<file path="src/vid_config.svh">
`ifndef VID_CONFIG_SVH
`define VID_CONFIG_SVH

// horizontal count range, 384 pixel slots per line
`define VID_H_START 128
`define VID_H_END 511
// vertical count range, 262 lines per frame
`define VID_V_START 250
`define VID_V_END 511
// counter values right after reset
`define VID_H_RESET 135
`define VID_V_RESET 496
// horizontal sync window in h counts
`define VID_HS_ON 178
`define VID_HS_OFF 206
// vertical sync window in lines
`define VID_VS_ON 507
`define VID_VS_OFF 510
// vertical blank starts at VB_ON, ends at VB_OFF
`define VID_VB_ON 496
`define VID_VB_OFF 272
// object line blanking is moved this many counts earlier
`define VID_OBJ_OFFSET 3
// graphics ROM, one 16-bit row holds 8 pixels of 2 bits
`define VID_ROM_AW 14
`define VID_ROM_DW 16

`endif

</file>
<file path="src/vid_pkg.sv">
`include "vid_config.svh"

package vid_pkg;

    // four-phase master state of the character fetch
    // idle: waiting for a tile start with ack low
    // req: request raised, waiting for ack
    // release: request dropped, waiting for ack to fall
    typedef enum logic [1:0] {
        fetch_idle,
        fetch_req,
        fetch_release
    } fetch_state_t;

    // palette index of one character pixel
    typedef logic [1:0] pixel_t;

    // one graphics row as read from the ROM
    typedef logic [`VID_ROM_DW-1:0] row_t;

endpackage

</file>
<file path="src/char_fetch.sv">
`include "vid_config.svh"

module char_fetch (
    input  logic                    clk,
    input  logic                    rst,
    input  logic                    cen,
    input  logic [8:0]              h,
    input  logic [8:0]              v,
    output logic                    rom_req,
    output logic [`VID_ROM_AW-1:0]  rom_addr,
    input  logic                    rom_ack,
    input  vid_pkg::row_t           rom_data,
    output vid_pkg::row_t           row,
    output logic                    row_ok,
    input  logic                    load
);

    localparam logic [8:0] h_start = 9'(`VID_H_START);
    localparam logic [8:0] h_end   = 9'(`VID_H_END);
    localparam logic [8:0] v_start = 9'(`VID_V_START);
    localparam logic [8:0] v_end   = 9'(`VID_V_END);

    vid_pkg::fetch_state_t state;

    logic                   tile_start;
    logic                   stale;
    logic                   row_take;
    logic [8:0]             v_next;
    logic [`VID_ROM_AW-1:0] next_addr;

    // first pixel of a tile, fetch for the following tile begins here
    assign tile_start = cen && (h[2:0] == 3'd0);

    // next tile address, column 63 rolls over to column 16 of the next line
    always_comb begin
        v_next = (v == v_end) ? v_start : v + 9'd1;
        if (h[8:3] == h_end[8:3]) begin
            next_addr = {v_next[7:0], h_start[8:3]};
        end else begin
            next_addr = {v[7:0], h[8:3] + 6'd1};
        end
    end

    // data is kept only if its tile has not been loaded yet
    assign row_take = (state == vid_pkg::fetch_req) && rom_ack && !stale && !load;

    // four-phase master
    always_ff @(posedge clk, posedge rst) begin
        if (rst) begin
            state   <= vid_pkg::fetch_idle;
            rom_req <= 1'b0;
            row_ok  <= 1'b0;
            stale   <= 1'b0;
        end else begin
            // shifter took the row, wait for a fresh one
            if (load) row_ok <= 1'b0;
            case (state)
                vid_pkg::fetch_idle: begin
                    // a tile start missed while busy is simply skipped
                    if (tile_start && !rom_ack) begin
                        rom_req <= 1'b1;
                        stale   <= 1'b0;
                        state   <= vid_pkg::fetch_req;
                    end
                end
                vid_pkg::fetch_req: begin
                    if (rom_ack) begin
                        rom_req <= 1'b0;
                        state   <= vid_pkg::fetch_release;
                        if (row_take) row_ok <= 1'b1;
                    end else if (load) begin
                        // too late for its tile, throw the data away
                        stale <= 1'b1;
                    end
                end
                vid_pkg::fetch_release: begin
                    if (!rom_ack) state <= vid_pkg::fetch_idle;
                end
                default: begin
                    rom_req <= 1'b0;
                    state   <= vid_pkg::fetch_idle;
                end
            endcase
        end
    end

    // address is set with req and then held through the handshake
    always_ff @(posedge clk) begin
        if (state == vid_pkg::fetch_idle && tile_start && !rom_ack) begin
            rom_addr <= next_addr;
        end
    end

    // row register, written on the edge that sees ack
    always_ff @(posedge clk) begin
        if (row_take) row <= rom_data;
    end

    // req is only withdrawn after the ROM has answered
    assert property (@(posedge clk) disable iff (rst)
        $past(rom_req) && !$past(rom_ack) && !$past(rst) |-> rom_req);

    // ROM sees a steady address while req or ack is up
    assert property (@(posedge clk) disable iff (rst)
        ($past(rom_req) || $past(rom_ack)) && !$past(rst) |-> $stable(rom_addr));

endmodule

</file>
<file path="src/char_shifter.sv">
`include "vid_config.svh"

module char_shifter (
    input  logic           clk,
    input  logic           rst,
    input  logic           cen,
    input  logic [8:0]     h,
    input  logic [8:0]     v,
    input  logic           lhbl,
    input  logic           lvbl,
    input  logic           lhbl_obj,
    input  logic           lvbl_obj,
    input  logic           hs,
    input  logic           vs,
    input  vid_pkg::row_t  row,
    input  logic           row_ok,
    output logic           load,
    output vid_pkg::pixel_t pix,
    output logic [8:0]     h_out,
    output logic [8:0]     v_out,
    output logic           lhbl_out,
    output logic           lvbl_out,
    output logic           lhbl_obj_out,
    output logic           lvbl_obj_out,
    output logic           hs_out,
    output logic           vs_out,
    output logic           fetch_miss
);

    vid_pkg::row_t   disp;
    vid_pkg::pixel_t pix_sel;

    // next row goes in on the last pixel of the tile
    assign load = cen && (&h[2:0]);

    // pixel j sits at bits 2j+1:2j
    assign pix_sel = disp[{h[2:0], 1'b0} +: 2];

    // display row is a blank tile when the fetch did not make it
    always_ff @(posedge clk) begin
        if (load) disp <= row_ok ? row : '0;
    end

    // one cen of delay keeps pixel and timing together
    always_ff @(posedge clk, posedge rst) begin
        if (rst) begin
            pix          <= '0;
            h_out        <= 9'(`VID_H_RESET);
            v_out        <= 9'(`VID_V_RESET);
            lhbl_out     <= 1'b0;
            lvbl_out     <= 1'b0;
            lhbl_obj_out <= 1'b0;
            lvbl_obj_out <= 1'b0;
            hs_out       <= 1'b0;
            vs_out       <= 1'b0;
            fetch_miss   <= 1'b0;
        end else begin
            // single cycle flag
            fetch_miss <= load && !row_ok;
            if (cen) begin
                pix          <= (lhbl && lvbl) ? pix_sel : '0;
                h_out        <= h;
                v_out        <= v;
                lhbl_out     <= lhbl;
                lvbl_out     <= lvbl;
                lhbl_obj_out <= lhbl_obj;
                lvbl_obj_out <= lvbl_obj;
                hs_out       <= hs;
                vs_out       <= vs;
            end
        end
    end

    // a miss marks one tile and never lasts into the next cycle
    assert property (@(posedge clk) disable iff (rst)
        fetch_miss |=> !fetch_miss);

endmodule

</file>
<file path="src/vid_timer.sv">
`include "vid_config.svh"

module vid_timer (
    input  logic       clk,
    input  logic       rst,
    input  logic       cen,
    output logic [8:0] h,
    output logic [8:0] v,
    output logic       lhbl,
    output logic       lvbl,
    output logic       lhbl_obj,
    output logic       lvbl_obj,
    output logic       hs,
    output logic       vs
);

    localparam logic [8:0] h_start = 9'(`VID_H_START);
    localparam logic [8:0] h_end   = 9'(`VID_H_END);
    localparam logic [8:0] v_start = 9'(`VID_V_START);
    localparam logic [8:0] v_end   = 9'(`VID_V_END);
    // lhbl follows h[8], so it falls at 135 and rises at 263
    // the object version is shifted earlier by the offset
    localparam logic [8:0] obj_hb_on  = 9'(`VID_H_START + 7 - `VID_OBJ_OFFSET);
    localparam logic [8:0] obj_hb_off = 9'(256 + 7 - `VID_OBJ_OFFSET);
    // object buffer works two lines ahead of the display
    localparam logic [8:0] obj_vb_on  = 9'(`VID_VB_ON - 2);
    localparam logic [8:0] obj_vb_off = 9'(`VID_VB_OFF - 2);

    logic line_end;

    assign line_end = (h == h_end);

    // pixel counter wraps unconditionally at the line end
    always_ff @(posedge clk, posedge rst) begin
        if (rst) begin
            h <= 9'(`VID_H_RESET);
        end else if (cen) begin
            h <= line_end ? h_start : h + 9'd1;
        end
    end

    // line counter steps once per line
    always_ff @(posedge clk, posedge rst) begin
        if (rst) begin
            v <= 9'(`VID_V_RESET);
        end else if (cen && line_end) begin
            v <= (v == v_end) ? v_start : v + 9'd1;
        end
    end

    // blanking and sync are decoded one cen after the count
    always_ff @(posedge clk, posedge rst) begin
        if (rst) begin
            lhbl     <= 1'b0;
            lvbl     <= 1'b0;
            lhbl_obj <= 1'b0;
            lvbl_obj <= 1'b0;
            hs       <= 1'b0;
            vs       <= 1'b0;
        end else if (cen) begin
            if (h == obj_hb_off) lhbl_obj <= 1'b1;
            if (h == obj_hb_on) lhbl_obj <= 1'b0;
            // line flags only move on the last pixel of a tile
            if (&h[2:0]) begin
                lhbl <= h[8];
                case (v)
                    9'(`VID_VB_ON):  lvbl <= 1'b0;
                    9'(`VID_VB_OFF): lvbl <= 1'b1;
                    obj_vb_on:       lvbl_obj <= 1'b0;
                    obj_vb_off:      lvbl_obj <= 1'b1;
                    9'(`VID_VS_ON):  vs <= 1'b1;
                    9'(`VID_VS_OFF): vs <= 1'b0;
                    default: ;
                endcase
            end
            if (h == 9'(`VID_HS_ON)) hs <= 1'b1;
            if (h == 9'(`VID_HS_OFF)) hs <= 1'b0;
        end
    end

    // h never drops below the first pixel slot of a line
    assert property (@(posedge clk) disable iff (rst)
        h >= h_start);

    // v never drops below the first line of a frame
    assert property (@(posedge clk) disable iff (rst)
        v >= v_start);

endmodule

</file>
<file path="src/vid_top.sv">
`include "vid_config.svh"

module vid_top (
    input  logic                    clk,
    input  logic                    rst,
    input  logic                    cen,
    output logic                    rom_req,
    output logic [`VID_ROM_AW-1:0]  rom_addr,
    input  logic                    rom_ack,
    input  vid_pkg::row_t           rom_data,
    output vid_pkg::pixel_t         pix,
    output logic [8:0]              h_out,
    output logic [8:0]              v_out,
    output logic                    lhbl_out,
    output logic                    lvbl_out,
    output logic                    lhbl_obj_out,
    output logic                    lvbl_obj_out,
    output logic                    hs_out,
    output logic                    vs_out,
    output logic                    fetch_miss
);

    // raw timing from the counters
    logic [8:0] h;
    logic [8:0] v;
    logic       lhbl;
    logic       lvbl;
    logic       lhbl_obj;
    logic       lvbl_obj;
    logic       hs;
    logic       vs;

    // fetch to shifter
    vid_pkg::row_t row;
    logic          row_ok;
    logic          load;

    vid_timer timer_i (
        .clk      (clk),
        .rst      (rst),
        .cen      (cen),
        .h        (h),
        .v        (v),
        .lhbl     (lhbl),
        .lvbl     (lvbl),
        .lhbl_obj (lhbl_obj),
        .lvbl_obj (lvbl_obj),
        .hs       (hs),
        .vs       (vs)
    );

    char_fetch fetch_i (
        .clk      (clk),
        .rst      (rst),
        .cen      (cen),
        .h        (h),
        .v        (v),
        .rom_req  (rom_req),
        .rom_addr (rom_addr),
        .rom_ack  (rom_ack),
        .rom_data (rom_data),
        .row      (row),
        .row_ok   (row_ok),
        .load     (load)
    );

    char_shifter shifter_i (
        .clk          (clk),
        .rst          (rst),
        .cen          (cen),
        .h            (h),
        .v            (v),
        .lhbl         (lhbl),
        .lvbl         (lvbl),
        .lhbl_obj     (lhbl_obj),
        .lvbl_obj     (lvbl_obj),
        .hs           (hs),
        .vs           (vs),
        .row          (row),
        .row_ok       (row_ok),
        .load         (load),
        .pix          (pix),
        .h_out        (h_out),
        .v_out        (v_out),
        .lhbl_out     (lhbl_out),
        .lvbl_out     (lvbl_out),
        .lhbl_obj_out (lhbl_obj_out),
        .lvbl_obj_out (lvbl_obj_out),
        .hs_out       (hs_out),
        .vs_out       (vs_out),
        .fetch_miss   (fetch_miss)
    );

endmodule

</file>
<file path="config.mk">
export PLATFORM = sky130hd
export DESIGN_NAME = vid_top
export DESIGN_NICKNAME = d
export VERILOG_FILES = /design/src/vid_pkg.sv /design/src/char_fetch.sv /design/src/char_shifter.sv /design/src/vid_timer.sv /design/src/vid_top.sv
export VERILOG_INCLUDE_DIRS = /design/src
export SDC_FILE = /design/constraint.sdc
export NUM_CORES = 1
export LEC_CHECK = 0
export BUFFER_PORTS_ARGS = -buffer_cell sky130_fd_sc_hd__buf_2
export CORE_AREA = 3 3 72 142
export CTS_BUF_LIST = sky130_fd_sc_hd__clkbuf_8
export CTS_CLUSTER_DIAMETER = 200
export DETAILED_ROUTE_END_ITERATION = 7
export DIE_AREA = 0 0 75 145
export PLACE_DENSITY = 0.72
export SLEW_MARGIN = 20
export SYNTH_ARGS = -nofsm -noshare
export SYNTH_HDL_FRONTEND = slang
export SYNTH_HIERARCHICAL = 1
export SYNTH_SLANG_ARGS = --single-unit
</file>
<file path="constraint.sdc">
create_clock -name clk -period 2.2 [get_ports clk]
set_clock_uncertainty 0.2 [all_clocks]
set_input_delay 0.44 -clock clk [delete_from_list [all_inputs] [get_ports clk]]
set_output_delay 0.44 -clock clk [all_outputs]
set_load 0.005 [all_outputs]
</file>
After elaboration in Yosys (flattened, before gate mapping)
Index checks and enable logic that the tools add are counted.
{"block": "op_classes", "n_addsub": 3, "eq_ne": 20, "shift": 1, "mux": 26, "bitwise": 1, "reduce_logical": 33}
{"op": "9-bit == test (second input constant)", "count": 9}
{"op": "9-bit by 8-bit == test with 1-bit output (second input constant)", "count": 3}
{"op": "9-bit by 1-bit adder with 9-bit output (second input constant)", "count": 2}
{"op": "9-bit two-way mux", "count": 2}
{"op": "16-bit by 5-bit indexed part select with 2-bit output", "count": 1}
{"op": "5-bit AND reduction", "count": 3}
{"op": "14-bit two-way mux", "count": 1}
{"op": "1-bit two-way mux", "count": 13}
{"op": "2-bit nonzero test", "count": 6}
{"op": "1-bit logical AND", "count": 11}
{"op": "3-bit AND reduction", "count": 3}
{"op": "2-bit two-way mux", "count": 4}
{"op": "1-bit case mux with 2 select lines", "count": 4}
{"op": "4-bit AND reduction", "count": 2}
{"op": "6-bit by 1-bit adder with 6-bit output (second input constant)", "count": 1}
{"op": "6-bit == test (second input constant)", "count": 1}
{"op": "2-bit != test (second input constant)", "count": 3}
{"op": "2-bit case mux with 3 select lines", "count": 1}
{"op": "1-bit zero test", "count": 4}
{"op": "2-bit by 1-bit != test with 1-bit output (second input constant)", "count": 2}
{"op": "2-bit AND reduction", "count": 2}
{"op": "3-bit zero test", "count": 1}
{"op": "1-bit case mux with 3 select lines", "count": 1}
{"op": "2-bit by 1-bit == test with 1-bit output (second input constant)", "count": 1}
{"op": "3 further kinds", "count": 3}
{"block": "word_totals", "regBits": 102, "input_bits": 20, "out_inout_bits": 42, "wordCells": 110}

Logic depth before layout (Yosys ltp)
Gate-level depths: netlist of the first run.
{"block": "logic_depth", "word_depth": 7, "depth_mapped": 8, "mapped_depth_nobuf": 7}

Cells and area by module
The synthesis of the first run kept the hierarchy.
{"module": "char_shifter", "instances": 1, "cells_per_inst": 108, "area_per_inst_um2": 1757.9}
{"module": "char_fetch", "instances": 1, "cells_per_inst": 101, "area_per_inst_um2": 1456.4}
{"module": "vid_timer", "instances": 1, "cells_per_inst": 143, "area_per_inst_um2": 1345.0}

Worst setup path after synthesis of the first run
OpenSTA, ideal clock, no wires.
{"block": "synth_timing", "path_kind": "flip-flop to flip-flop", "from": "reg timer_i.h[1]", "to": "reg fetch_i.rom_addr[0], enable pin", "setup_time_ns": 0.384, "arrival_ns": 1.591, "required_ns": 1.616, "path_slack_ns": 0.025, "path_stages_with_launch": 4, "path_buffers": 0, "path_cell_list": "dfstp_2 -> nor4b_1 -> nand2_1 -> nor2_1"}
{"block": "synth_between", "elab_chain_cells": 4}
{"item": "start, declared", "line_no": "vid_timer.sv:7", "text": "output logic [8:0] h,"}
{"item": "start signal, assigned", "line_no": "vid_timer.sv:36", "text": "h <= 9'(`VID_H_RESET);"}
{"item": "start signal, assigned", "line_no": "vid_timer.sv:38", "text": "h <= line_end ? h_start : h + 9'd1;"}
{"item": "3-bit zero test", "line_no": "char_fetch.sv:32", "text": "assign tile_start = cen && (h[2:0] == 3'd0);"}
{"item": "1-bit logical AND", "line_no": "char_fetch.sv:32"}
{"item": "1-bit logical AND (2 in series)", "line_no": "char_fetch.sv:89", "text": "if (state == vid_pkg::fetch_idle && tile_start && !rom_ack) begin"}
{"item": "end signal, assigned", "line_no": "char_fetch.sv:90", "text": "rom_addr <= next_addr;"}
{"item": "end, declared", "line_no": "char_fetch.sv:10", "text": "output logic [`VID_ROM_AW-1:0] rom_addr,"}
No other way between the ends.
A chain may end at the register's enable or synchronous reset.

Worst setup path in the final report of the first run
{"block": "layout_timing", "from": "reg timer_i.v[1]", "to": "reg timer_i.v[5]"}
{"block": "layout_between", "elab_chain_cells": 2, "word_cells_on_any_way": 3, "classes_between": "add/sub: 1; eq/ne: 1; mux: 1"}
{"item": "start, declared", "line_no": "vid_timer.sv:8", "text": "output logic [8:0] v,"}
{"item": "start signal, assigned", "line_no": "vid_timer.sv:45", "text": "v <= 9'(`VID_V_RESET);"}
{"item": "start signal, assigned", "line_no": "vid_timer.sv:47", "text": "v <= (v == v_end) ? v_start : v + 9'd1;"}
{"item": "9-bit by 1-bit adder with 9-bit output / 9-bit == test (equally long branches)"}
{"item": "9-bit two-way mux (*)"}
Every way passes the cells marked *; elsewhere a longest branch is shown, timed or not.

==> results of run 1 <==
-- path summary, 6_finish.rpt --
path | start | end | slack [ns] | depth (start not counted)
setup / recovery | timer_i/v[1] | timer_i/v[5] | 0.12 | 7
hold / removal | rom_data[1] | fetch_i/row[1] | 0.06 | 1
setup reg to reg | timer_i/v[1] | timer_i/v[5] | 0.12 | 7
hold reg to reg | shifter_i/h_out[4] | shifter_i/h_out[4] | 0.31 | 1
max in group asynchronous | rst | shifter_i/v_out[8] | 0.78 | 4
min in group asynchronous | rst | fetch_i/rom_req | 0.34 | 3
-- metrics by stage --
step           instances  hold slack, ns
5_1_grt              555          0.0287
6_report             555          0.0579
4_1_cts              555          0.0302
3_3_place_gp         538           0.163
3_5_place_dp         538           0.165
2_1_floorplan        352          0.0185
-- power groups by stage --
stage / Combinational, mW / Sequential [mW] / Clock [mW]
after floorplan: 0.434 / 2.48 / 0
after global placement: 0.806 / 2.45 / 0
after detailed placement: 0.839 / 2.46 / 0
after CTS: 0.846 / 2.42 / 1.17
after global routing: 0.920 / 2.46 / 1.23
final: 0.836 / 2.42 / 1.13
-- cell usage in the layout (no fill, tap or decap), drive strengths merged, types with 3 or more instances in the layout --
cell and n:
o41ai 4, edfxtp 46, nor2b 5, nand3 16, o21ai 21, nor4 4
and4 3, o21a 5, mux2 31, o31ai 3, nor3 3, nand3b 4
or4 3, dfstp 18, buf 92, clkbuf 9, nor2 17, xor2 6
nand4 7, a21oi 6, dfrtp 38, nand2 28, inv 17, ha 10
and2 18, or3 5
-- layout make-up --
cell class	count	area (um2)
timing repair buffer	93	561
clock inverter	7	65.1
clock buffer	9	124
sequential	102	2810
fill	768	3930
tap	104	130
multi-input combinational	225	1650
inverter	15	56.3
-- logic make-up (layout without fill, tap and decap cells) --
kind of cell,after synthesis,after routing,share of synthesized area
buf+inv,25,124,0.0236
flops,102,102,0.615
xor+xnor,7,7,0.0134
mux,34,34,0.0895
fa+ha+maj,10,10,0.0274
simple gates,124,124,0.159
compound gates,50,50,0.0716
-- sequential cells by signal, indices dropped and copies added, names as in the netlist, 2 cells and up --
| signal | count |
|---|---|
| timer_i/v | 9 |
| shifter_i/pix | 2 |
| shifter_i/h_out | 9 |
| timer_i/h | 9 |
| shifter_i/v_out | 9 |
| fetch_i/row | 16 |
| fetch_i/rom_addr | 14 |
| shifter_i/disp | 16 |
| fetch_i/state | 2 |
-- layer usage --
| metal | global-route usage | wire length [um] | vias to the layer above |
|---|---|---|---|
| li1 | - | - | 1472 |
| met1 | 0.186 | 3170 | 1544 |
| met2 | 0.319 | 5270 | 88 |
| met3 | 0.0374 | 342 | 22 |
| met4 | 0.0909 | 295 | 0 |
| met5 | 0 | 0 | - |
-- critical path, stage by stage, from the launching register on --
cell and delay, ns:
dfrtp_1 0.37, ha_1 0.30, nand4_1 0.22, nor2_1 0.20, ha_1 0.18, nand3b_1 0.22
nor4_1 0.08, a211oi_1 0.22
-- what timing repair did --
item,CTS,global route
resized for setup,0,2
hold buffers,1,0
setup endpoints to repair,0,10
hold endpoints to repair,28,0
==> key figures, run 1 <==
Cells and area
  – Design area: 5390 um2
  – Share of cells above drive strength 1: 0.368
  – Final core utilization: 0.578
  – Area Overhead vs Synth: 18.2%
  – Layout Nets: 476
  – Antenna cells: 0

Clock tree
  – Setup bufs post-CTS: 0
  – Sink Count: 102
  – Cts bufs inserted: 9
  – Clk_lat worst skew: 0.36 ns
  – Root Buffer: clkbuf_8
  – Deepest clock path buffer count: 2
  – CTS tree: yes
  – CTS HTree Levels: 3
  – Clock-pin slew on the worst setup and hold paths: 0.10 ns

Route
  – Antenna-violating nets left: 0
  – Vias per cell: 5.63
  – Residual DRC: 0
  – Drt total wl: 9.08 mm
  – Via count: 3126
  – Initial DRC count: 291
  – Routed len/inst: 16.4 um
  – Drt first pass iters: 6

Logic synthesis
  – Syn Inst Count: 352
  – Syn avg cell area: 13.0 um2
  – EDFF count, synth: 46
  – Yosys warning count: 6
  – Top cells by count, synth: edfxtp_1 (46), dfrtp_1 (38), mux2_2 (27), nand2_1 (27), o21ai_0 (20)
  – Seq/Total Area, Yosys: 0.615
  – Flops & latches, synth: 102
  – Mapped cell area: 4560 um2
  – Top FF cell, synth: edfxtp_1
  – Count leader, synth: edfxtp_1
  – Syn_nets: 382
  – Area fraction of the dominant cell type after synthesis: 0.303
  – Async SR Flop Fraction: 0.549
  – Distinct cells, synth: 55
  – Largest cells by area after synthesis: edfxtp_1 (30%), dfrtp_1 (21%), dfstp_2 (10%)
  – Largest area contributor in the netlist: edfxtp_1

Worst setup path
  – Worst Setup End Kind: register
  – Arrival time worst endpoint: 2.15 ns
  – CP Launch Type: register
  – Setup CP Type: register to register
  – Worst endpoint required time: 2.27 ns
  – Crit Path Max Fanout: 6

Pwr
  – Maximum vdd ir drop: 0.614 mV
  – P_int: 3.18 mW
  – Reg power frac: 0.552
  – P_leak: 2.29 nW
  – Sw frac: 0.274
  – Power share of the combinational group: 0.191
  – Clk pwr share: 0.257
  – Pwr Density: 812 nW/um2
  – Total power: 4.38 mW
  – Net switching power: 1.20 mW

Global route
  – First-pass GRT wire length: 14.9 mm
  – Vias in the first global route: 3161
  – Grt ovf: 0
  – Global-route usage over all layers: 0.179
  – Initial antenna violation count: 0
  – Largest net degree at the start of global routing: 25

Placed design
  – Detailed placement HPWL: 6.76 mm
  – Setup WS pre-CTS: 0.130 ns
  – IO buf count: 61
  – RD Place Congestion: 0.922
  – Placed cell areas: 5190 um2

Floorplan
  – Total die area: 10900 um2
  – Starting Density: 0.489
  – IO Pins: 62
  – Core Box Area: 9320 um2
  – Placement Rows: 50
  – Die X: 75 um
  – Die H: 145 um

Flow run
  – Maxcap violations: 0

Timing
  – RSZ-0062 raised after global routing: false
  – Final Max Tran Viols: 0
  – Tmin final: 2.08 ns
  – Setup TNS: 0 ns
  – Fmax: 0.481 GHz
  – Worst rel slew slack: 0.575
  – Final worst slack: 0.122 ns
  – Period utilization: 0.944
  – Endpoints failing setup: 0
  – Final Hold Viols: 0
  – Worst slew pin tran: 0.637 ns

Hold path
  – Worst hold path type: input pin to register

Outcome
  – Status: finished clean
Note: power is estimated with default switching activity, not from simulation.
==> run 2: changes to the inputs <==
--- a/config.mk
+++ b/config.mk
@@ -6,13 +6,13 @@
 export SDC_FILE = /design/constraint.sdc
 export NUM_CORES = 1
 export LEC_CHECK = 0
-export BUFFER_PORTS_ARGS = -buffer_cell sky130_fd_sc_hd__buf_2
+export BUFFER_PORTS_ARGS = -buffer_cell sky130_fd_sc_hd__buf_4
 export CORE_AREA = 3 3 72 142
 export CTS_BUF_LIST = sky130_fd_sc_hd__clkbuf_8
 export CTS_CLUSTER_DIAMETER = 200
 export DETAILED_ROUTE_END_ITERATION = 7
 export DIE_AREA = 0 0 75 145
-export PLACE_DENSITY = 0.72
+export PLACE_DENSITY = 0.79
 export SLEW_MARGIN = 20
 export SYNTH_ARGS = -nofsm -noshare
 export SYNTH_HDL_FRONTEND = slang
==> run 2 against run 1 <==
Final cell count fell by 0.18%; critical path depth unchanged; global-route usage increased by 0.51 points; power rose by 7.2%; first-iteration DRC count is 3.1% lower; sequential share of layout area fell by 1.9 points; flip-flop and latch count stayed put; clock power increased by 24%; via count is 1.4% higher; largest power group unchanged; sequential power about the same.
==> key figures, run 2 (synthesized netlist as in run 1, its figures left out) <==
Route
  – Initial DRC count: 282 (was 291)
  – Drt total wl: 9.38 mm (was 9.08 mm)
  – Antenna-violating nets left: 0 (unchanged)
  – Via count: 3170 (was 3126)
  – Residual DRC: 0 (unchanged)
  – Routed len/inst: 16.9 um (was 16.4 um)
  – Vias per cell: 5.72 (was 5.63)
  – Drt first pass iters: 4 (was 6)

Timing
  – Fmax: 0.472 GHz (was 0.481 GHz)
  – Worst rel slew slack: 0.560 (was 0.575)
  – Worst slew pin tran: 0.661 ns (was 0.637 ns)
  – Period utilization: 0.963 (was 0.944)
  – RSZ-0062 raised after global routing: false (unchanged)
  – Final Hold Viols: 0 (unchanged)
  – Final Max Tran Viols: 0 (unchanged)
  – Setup TNS: 0 ns (unchanged)
  – Endpoints failing setup: 0 (unchanged)
  – Tmin final: 2.12 ns (was 2.08 ns)

Cells and area
  – Commonest non-fill, non-tap cells in the layout: buf_4 (89), edfxtp_1 (46), dfrtp_1 (38) (was buf_2 (61), edfxtp_1 (46), dfrtp_1 (38))
  – Biggest regs: fetch_i/row: 16 flops, shifter_i/disp: 16 flops, fetch_i/rom_addr: 14 flops (unchanged)
  – Layout Nets: 475 (was 476)
  – Final core utilization: 0.601 (was 0.578)
  – Antenna cells: 0 (unchanged)
  – Most common cell after layout, fill and taps aside: buf_4 (was buf_2)
  – Post-route insts no fill: 554 (was 555)
  – Design area: 5600 um2 (was 5390 um2)
  – Share of cells above drive strength 1: 0.367 (was 0.368)
  – Area Overhead vs Synth: 22.8% (was 18.2%)

Hold path
  – Hold Path Origin: rom_data[0] (was rom_data[1])
  – Worst hold path type: input pin to register (unchanged)

Placed design
  – Placed cell count: 535 (was 538)
  – RD Place Congestion: 0.912 (was 0.922)
  – Detailed placement HPWL: 6.84 mm (was 6.76 mm)
  – IO buf count: 61 (unchanged)
  – Placed cell areas: 5330 um2 (was 5190 um2)

Clock tree
  – Cts bufs inserted: 9 (unchanged)
  – Clk_lat worst skew: 0.37 ns (was 0.36 ns)
  – CTS HTree Levels: 3 (unchanged)
  – Sink Count: 102 (unchanged)
  – Deepest clock path buffer count: 2 (unchanged)
  – Root Buffer: clkbuf_8 (unchanged)
  – Clock-pin slew on the worst setup and hold paths: 0.10 ns (about the same)
  – CTS tree: yes (unchanged)

Floorplan
  – Total die area: 10900 um2 (unchanged)
  – Die X: 75 um (unchanged)
  – Die H: 145 um (unchanged)
  – Core Box Area: 9320 um2 (unchanged)
  – Starting Density: 0.489 (unchanged)
  – Placement Rows: 50 (unchanged)
  – IO Pins: 62 (unchanged)

Global route
  – Vias in the first global route: 3407 (was 3161)
  – Initial antenna violation count: 0 (unchanged)
  – Grt ovf: 0 (unchanged)
  – First-pass GRT wire length: 15.3 mm (was 14.9 mm)
  – Global-route usage over all layers: 0.184 (was 0.179)
  – Largest net degree at the start of global routing: 45 (was 25)

Worst setup path
  – Setup CP Type: register to register (unchanged)
  – Reg2Reg Setup Slack: 0.08 ns (was 0.12 ns)
  – Critical path launch point: timer_i/h[1] (was timer_i/v[1])
  – Crit Path Max Fanout: 7 (was 6)
  – Arrival time worst endpoint: 2.22 ns (was 2.15 ns)
  – Worst endpoint required time: 2.31 ns (was 2.27 ns)
  – Reg2reg start: timer_i/h[1] (was timer_i/v[1])
  – CP Launch Type: register (unchanged)
  – Worst Setup End Kind: register (unchanged)

Pwr
  – Pwr Density: 838 nW/um2 (was 812 nW/um2)
  – Maximum vdd ir drop: 0.699 mV (was 0.614 mV)
  – Total power: 4.69 mW (was 4.38 mW)
  – P_leak: 2.36 nW (was 2.29 nW)

Outcome
  – Status: finished clean (unchanged)

Flow run
  – Maxcap violations: 0 (unchanged)
## run 2: cell count changes in the layout (fill, tap and decap cells not counted), sizes merged
cell      change
clkinv        -2
buf           -1
inv           +2
clkinvlp      -2
bufinv        +2
## run 2: metrics by stage
step                      setup WS [ns]  hold slack [ns]
after floorplan                  0.0249           0.0185
after global placement            0.175            0.166
after detailed placement         0.0633            0.173
after CTS                        0.0671           0.0151
after global routing            0.00931           0.0184
final                            0.0818           0.0421
## run 2: critical path, cell delays in order (launching register included)
cell and delay (ns):
dfstp_2 0.57, ha_1 0.18, nand3_1 0.08, nor2_1 0.13, ha_2 0.26, nand3b_1 0.21
nor4_1 0.33, nor3_1 0.08
## run 2: repair_timing
item | CTS | global route
buffers inserted | 0 | 2
gates resized for setup | 0 | 2
hold buffers | 1 | 0
endpoints found under the setup margin | 0 | 8
endpoints found under the hold margin | 28 | 0
## run 2: report_power, final
group | switching [mW] | leakage (nW) | total (mW) | internal [mW]
clock | 0.636 | 0.125 | 1.40 | 0.761
combinational | 0.433 | 1.13 | 0.870 | 0.436
sequential | 0.168 | 1.10 | 2.43 | 2.26
## run 2: routing by layer
| layer | routed length, um | up-vias | GRT usage |
|---|---|---|---|
| met5 | 0 | - | 0 |
| met4 | 319 | 0 | 0.0954 |
| met3 | 427 | 24 | 0.0451 |
| met2 | 5540 | 105 | 0.342 |
| met1 | 3090 | 1571 | 0.171 |
| li1 | - | 1470 | - |
## run 2: path summary, 6_finish.rpt
kind,cells after the start,to
max,7,timer_i/v[7]
min,1,fetch_i/row[0]
max reg2reg,7,timer_i/v[7]
min reg2reg,1,shifter_i/h_out[5]
max in group asynchronous,4,shifter_i/h_out[0]
min in group asynchronous,3,fetch_i/rom_req
## run 2: area by class of cell
class / instances / area (um2)
Clock buffer: 9 / 124
Clock inverter: 7 / 118
Fill cell: 721 / 3720
Inverter: 15 / 56.3
Multi-Input combinational cell: 225 / 1650
Sequential cell: 102 / 2810
Tap cell: 104 / 130
Timing Repair Buffer: 92 / 718
==> run 3: changes to the inputs <==
--- a/config.mk
+++ b/config.mk
@@ -6,13 +6,13 @@
 export SDC_FILE = /design/constraint.sdc
 export NUM_CORES = 1
 export LEC_CHECK = 0
+export ABC_CLOCK_PERIOD_IN_PS = 2200
 export BUFFER_PORTS_ARGS = -buffer_cell sky130_fd_sc_hd__buf_4
 export CORE_AREA = 3 3 72 142
-export CTS_BUF_LIST = sky130_fd_sc_hd__clkbuf_8
 export CTS_CLUSTER_DIAMETER = 200
 export DETAILED_ROUTE_END_ITERATION = 7
 export DIE_AREA = 0 0 75 145
-export PLACE_DENSITY = 0.79
+export PLACE_DENSITY_LB_ADDON = 0.3
 export SLEW_MARGIN = 20
 export SYNTH_ARGS = -nofsm -noshare
 export SYNTH_HDL_FRONTEND = slang
==> run 3 against run 2 <==
Global-route usage increased by 0.097 points; critical path depth unchanged; maximum frequency decreased by 1.9%; die area unchanged; hold slack improved by 0.035 ns; non-clock buffer count decreased by 5; clock-buffer cell count increased by 4; utilization increased by 0.46 points; final cell count decreased by 0.90%; wire length decreased by 1.9%; combinational power decreased by 0.8%; final area increased by 0.76%; largest cell class unchanged.
==> key figures, run 3 (synthesized netlist as in run 1, its figures left out) <==
Cells and area
  – Antenna cells: 0 (unchanged)
  – Layout Nets: 470 (was 475)
  – Share of cells above drive strength 1: 0.357 (was 0.367)
  – Most common cell after layout, fill and taps aside: buf_4 (unchanged)
  – Area Overhead vs Synth: 23.8% (was 22.8%)
  – Commonest non-fill, non-tap cells in the layout: buf_4 (83), edfxtp_1 (46), dfrtp_1 (38) (was buf_4 (89), edfxtp_1 (46), dfrtp_1 (38))
  – Biggest regs: fetch_i/row: 16 flops, shifter_i/disp: 16 flops, fetch_i/rom_addr: 14 flops (unchanged)
  – Final core utilization: 0.605 (was 0.601)

Hold path
  – Hold Path Origin: rom_data[8] (was rom_data[0])
  – Hold Path Sink: fetch_i/row[8] (was fetch_i/row[0])
  – Worst hold path type: input pin to register (unchanged)
  – WHS Path Cells: 1 (unchanged)

Placed design
  – RD Place Congestion: 0.884 (was 0.912)
  – Detailed placement HPWL: 6.69 mm (was 6.84 mm)
  – IO buf count: 61 (unchanged)

Global route
  – Global-route usage over all layers: 0.185 (was 0.184)
  – First-pass GRT wire length: 15.3 mm (about the same)
  – Vias in the first global route: 3213 (was 3407)
  – Largest net degree at the start of global routing: 45 (unchanged)
  – Grt ovf: 0 (unchanged)
  – Initial antenna violation count: 0 (unchanged)

Timing
  – Final Hold Viols: 0 (unchanged)
  – Worst slew pin tran: 0.649 ns (was 0.661 ns)
  – Tmin final: 2.16 ns (was 2.12 ns)
  – Endpoints failing setup: 0 (unchanged)
  – Min Hold Slack: 0.0776 ns (was 0.0421 ns)
  – RSZ-0062 raised after global routing: true (was false)
  – Period utilization: 0.981 (was 0.963)
  – Worst rel slew slack: 0.567 (was 0.560)
  – Final Max Tran Viols: 0 (unchanged)
  – Fmax: 0.463 GHz (was 0.472 GHz)

Worst setup path
  – Worst endpoint required time: 2.26 ns (was 2.31 ns)
  – Reg-to-Reg End: timer_i/v[7] (unchanged)
  – Worst Setup End Kind: register (unchanged)
  – Reg2reg start: timer_i/h[1] (unchanged)
  – Setup CP Type: register to register (unchanged)
  – Arrival time worst endpoint: 2.22 ns (about the same)
  – R2R cell count: 7 (unchanged)
  – Crit Path Max Fanout: 7 (unchanged)
  – CP Launch Type: register (unchanged)
  – Crit-path slowest cell: dfstp_2 (unchanged)
  – Reg2Reg Setup Slack: 0.04 ns (was 0.08 ns)
  – CP Cell Sequence: ha_1 -> nand3_1 -> nor2_1 -> ha_2 -> nand3b_1 -> nor4_1 -> nor3_1 (unchanged)
  – Crit-path max cell delay: 0.56 ns (was 0.57 ns)

Route
  – Drt first pass iters: 4 (unchanged)
  – Vias per cell: 5.65 (was 5.72)
  – Routed len/inst: 16.8 um (was 16.9 um)
  – Residual DRC: 0 (unchanged)
  – Drt total wl: 9.20 mm (was 9.38 mm)
  – Antenna-violating nets left: 0 (unchanged)
  – Initial DRC count: 239 (was 282)
  – Via count: 3101 (was 3170)

Floorplan
  – Die H: 145 um (unchanged)
  – Core Box Area: 9320 um2 (unchanged)
  – Starting Density: 0.489 (unchanged)
  – Total die area: 10900 um2 (unchanged)
  – Die X: 75 um (unchanged)
  – IO Pins: 62 (unchanged)
  – Placement Rows: 50 (unchanged)

Pwr
  – Net switching power: 1.23 mW (was 1.24 mW)
  – Reg power frac: 0.498 (was 0.517)
  – Clk pwr share: 0.325 (was 0.298)
  – Power share of the combinational group: 0.177 (was 0.185)
  – Sw frac: 0.253 (was 0.264)
  – Pwr Density: 865 nW/um2 (was 838 nW/um2)
  – P_int: 3.65 mW (was 3.46 mW)
  – P_leak: 2.36 nW (about the same)
  – Maximum vdd ir drop: 0.644 mV (was 0.699 mV)

Outcome
  – Status: finished clean (unchanged)

Clock tree
  – CTS tree: yes (unchanged)
  – Setup bufs post-CTS: 0 (unchanged)
  – CTS HTree Levels: 3 (unchanged)
  – Root Buffer: clkbuf_16 (was clkbuf_8)
  – Clock-pin slew on the worst setup and hold paths: 0.07 ns (was 0.10 ns)
  – Deepest clock path buffer count: 2 (unchanged)
  – Cts bufs inserted: 9 (unchanged)
  – Sink Count: 102 (unchanged)
  – Clk_lat worst skew: 0.34 ns (was 0.37 ns)

Flow run
  – Maxcap violations: 0 (unchanged)
[run 3: area by class of cell]
class | instances | area, um2
clock inverters | 3 | 42.5
repair buffers | 87 | 693
clock buffers | 13 | 260
flip-flops and latches | 102 | 2810
multi-input cells | 225 | 1660
inverters | 15 | 56.3
well taps | 104 | 130
fillers | 739 | 3680
[run 3: per-layer routing]
metal	track usage	part of all wire	up-vias
li1	-	-	1464
met1	0.197	0.36	1523
met2	0.327	0.58	95
met3	0.0326	0.038	19
met4	0.0971	0.025	0
met5	0	0	-
[run 3: per-stage QoR]
| step | instances | power, mW | TNS (ns) | area, um2 | worst slack, ns |
|---|---|---|---|---|---|
| global placement | 532 | 3.30 | 0 | 5320 | 0.173 |
| CTS | 549 | 4.94 | 0 | 5630 | 0.0569 |
| global route | 549 | 5.10 | -0.0210 | 5640 | -0.0210 |
| detailed placement | 532 | 3.34 | 0 | 5320 | 0.0826 |
| finish | 549 | 4.88 | 0 | 5640 | 0.0415 |
| floorplan | 352 | 2.92 | 0 | 4560 | 0.0249 |
[run 3: repair_timing]
item                       CTS  global route
setup endpoints to repair    0             3
hold endpoints to repair    28             0
hold buffers                 1             0
resized for setup            0             2
[run 3: power by group through the flow]
stage,Sequential [mW],Combinational (mW),Clock [mW]
2_1_floorplan,2.48,0.434,0
3_3_place_gp,2.46,0.845,0
3_5_place_dp,2.47,0.870,0
4_1_cts,2.43,0.876,1.63
5_1_grt,2.46,0.952,1.68
6_report,2.43,0.863,1.59
[run 3: worst max-delay path by stage]
stage,slack [ns],cells past startpoint,to,from
6_report,0.04,7,timer_i/v[7],timer_i/h[1]
4_1_cts,0.06,7,timer_i/v[7],timer_i/h[1]
2_1_floorplan,0.02,3,fetch_i/rom_addr[0],timer_i/h[1]
3_3_place_gp,0.17,4,fetch_i/row[4],cen
3_5_place_dp,0.08,7,timer_i/v[7],timer_i/h[1]
5_1_grt,-0.02,6,timer_i/v[5],timer_i/v[4]
[run 3: critical path, delay by kind of cell (launching register included)]
family / cells / cell delay, ns
fa+ha+maj: 2 / 0.44
simple gates: 5 / 0.90
flops: 1 / 0.56
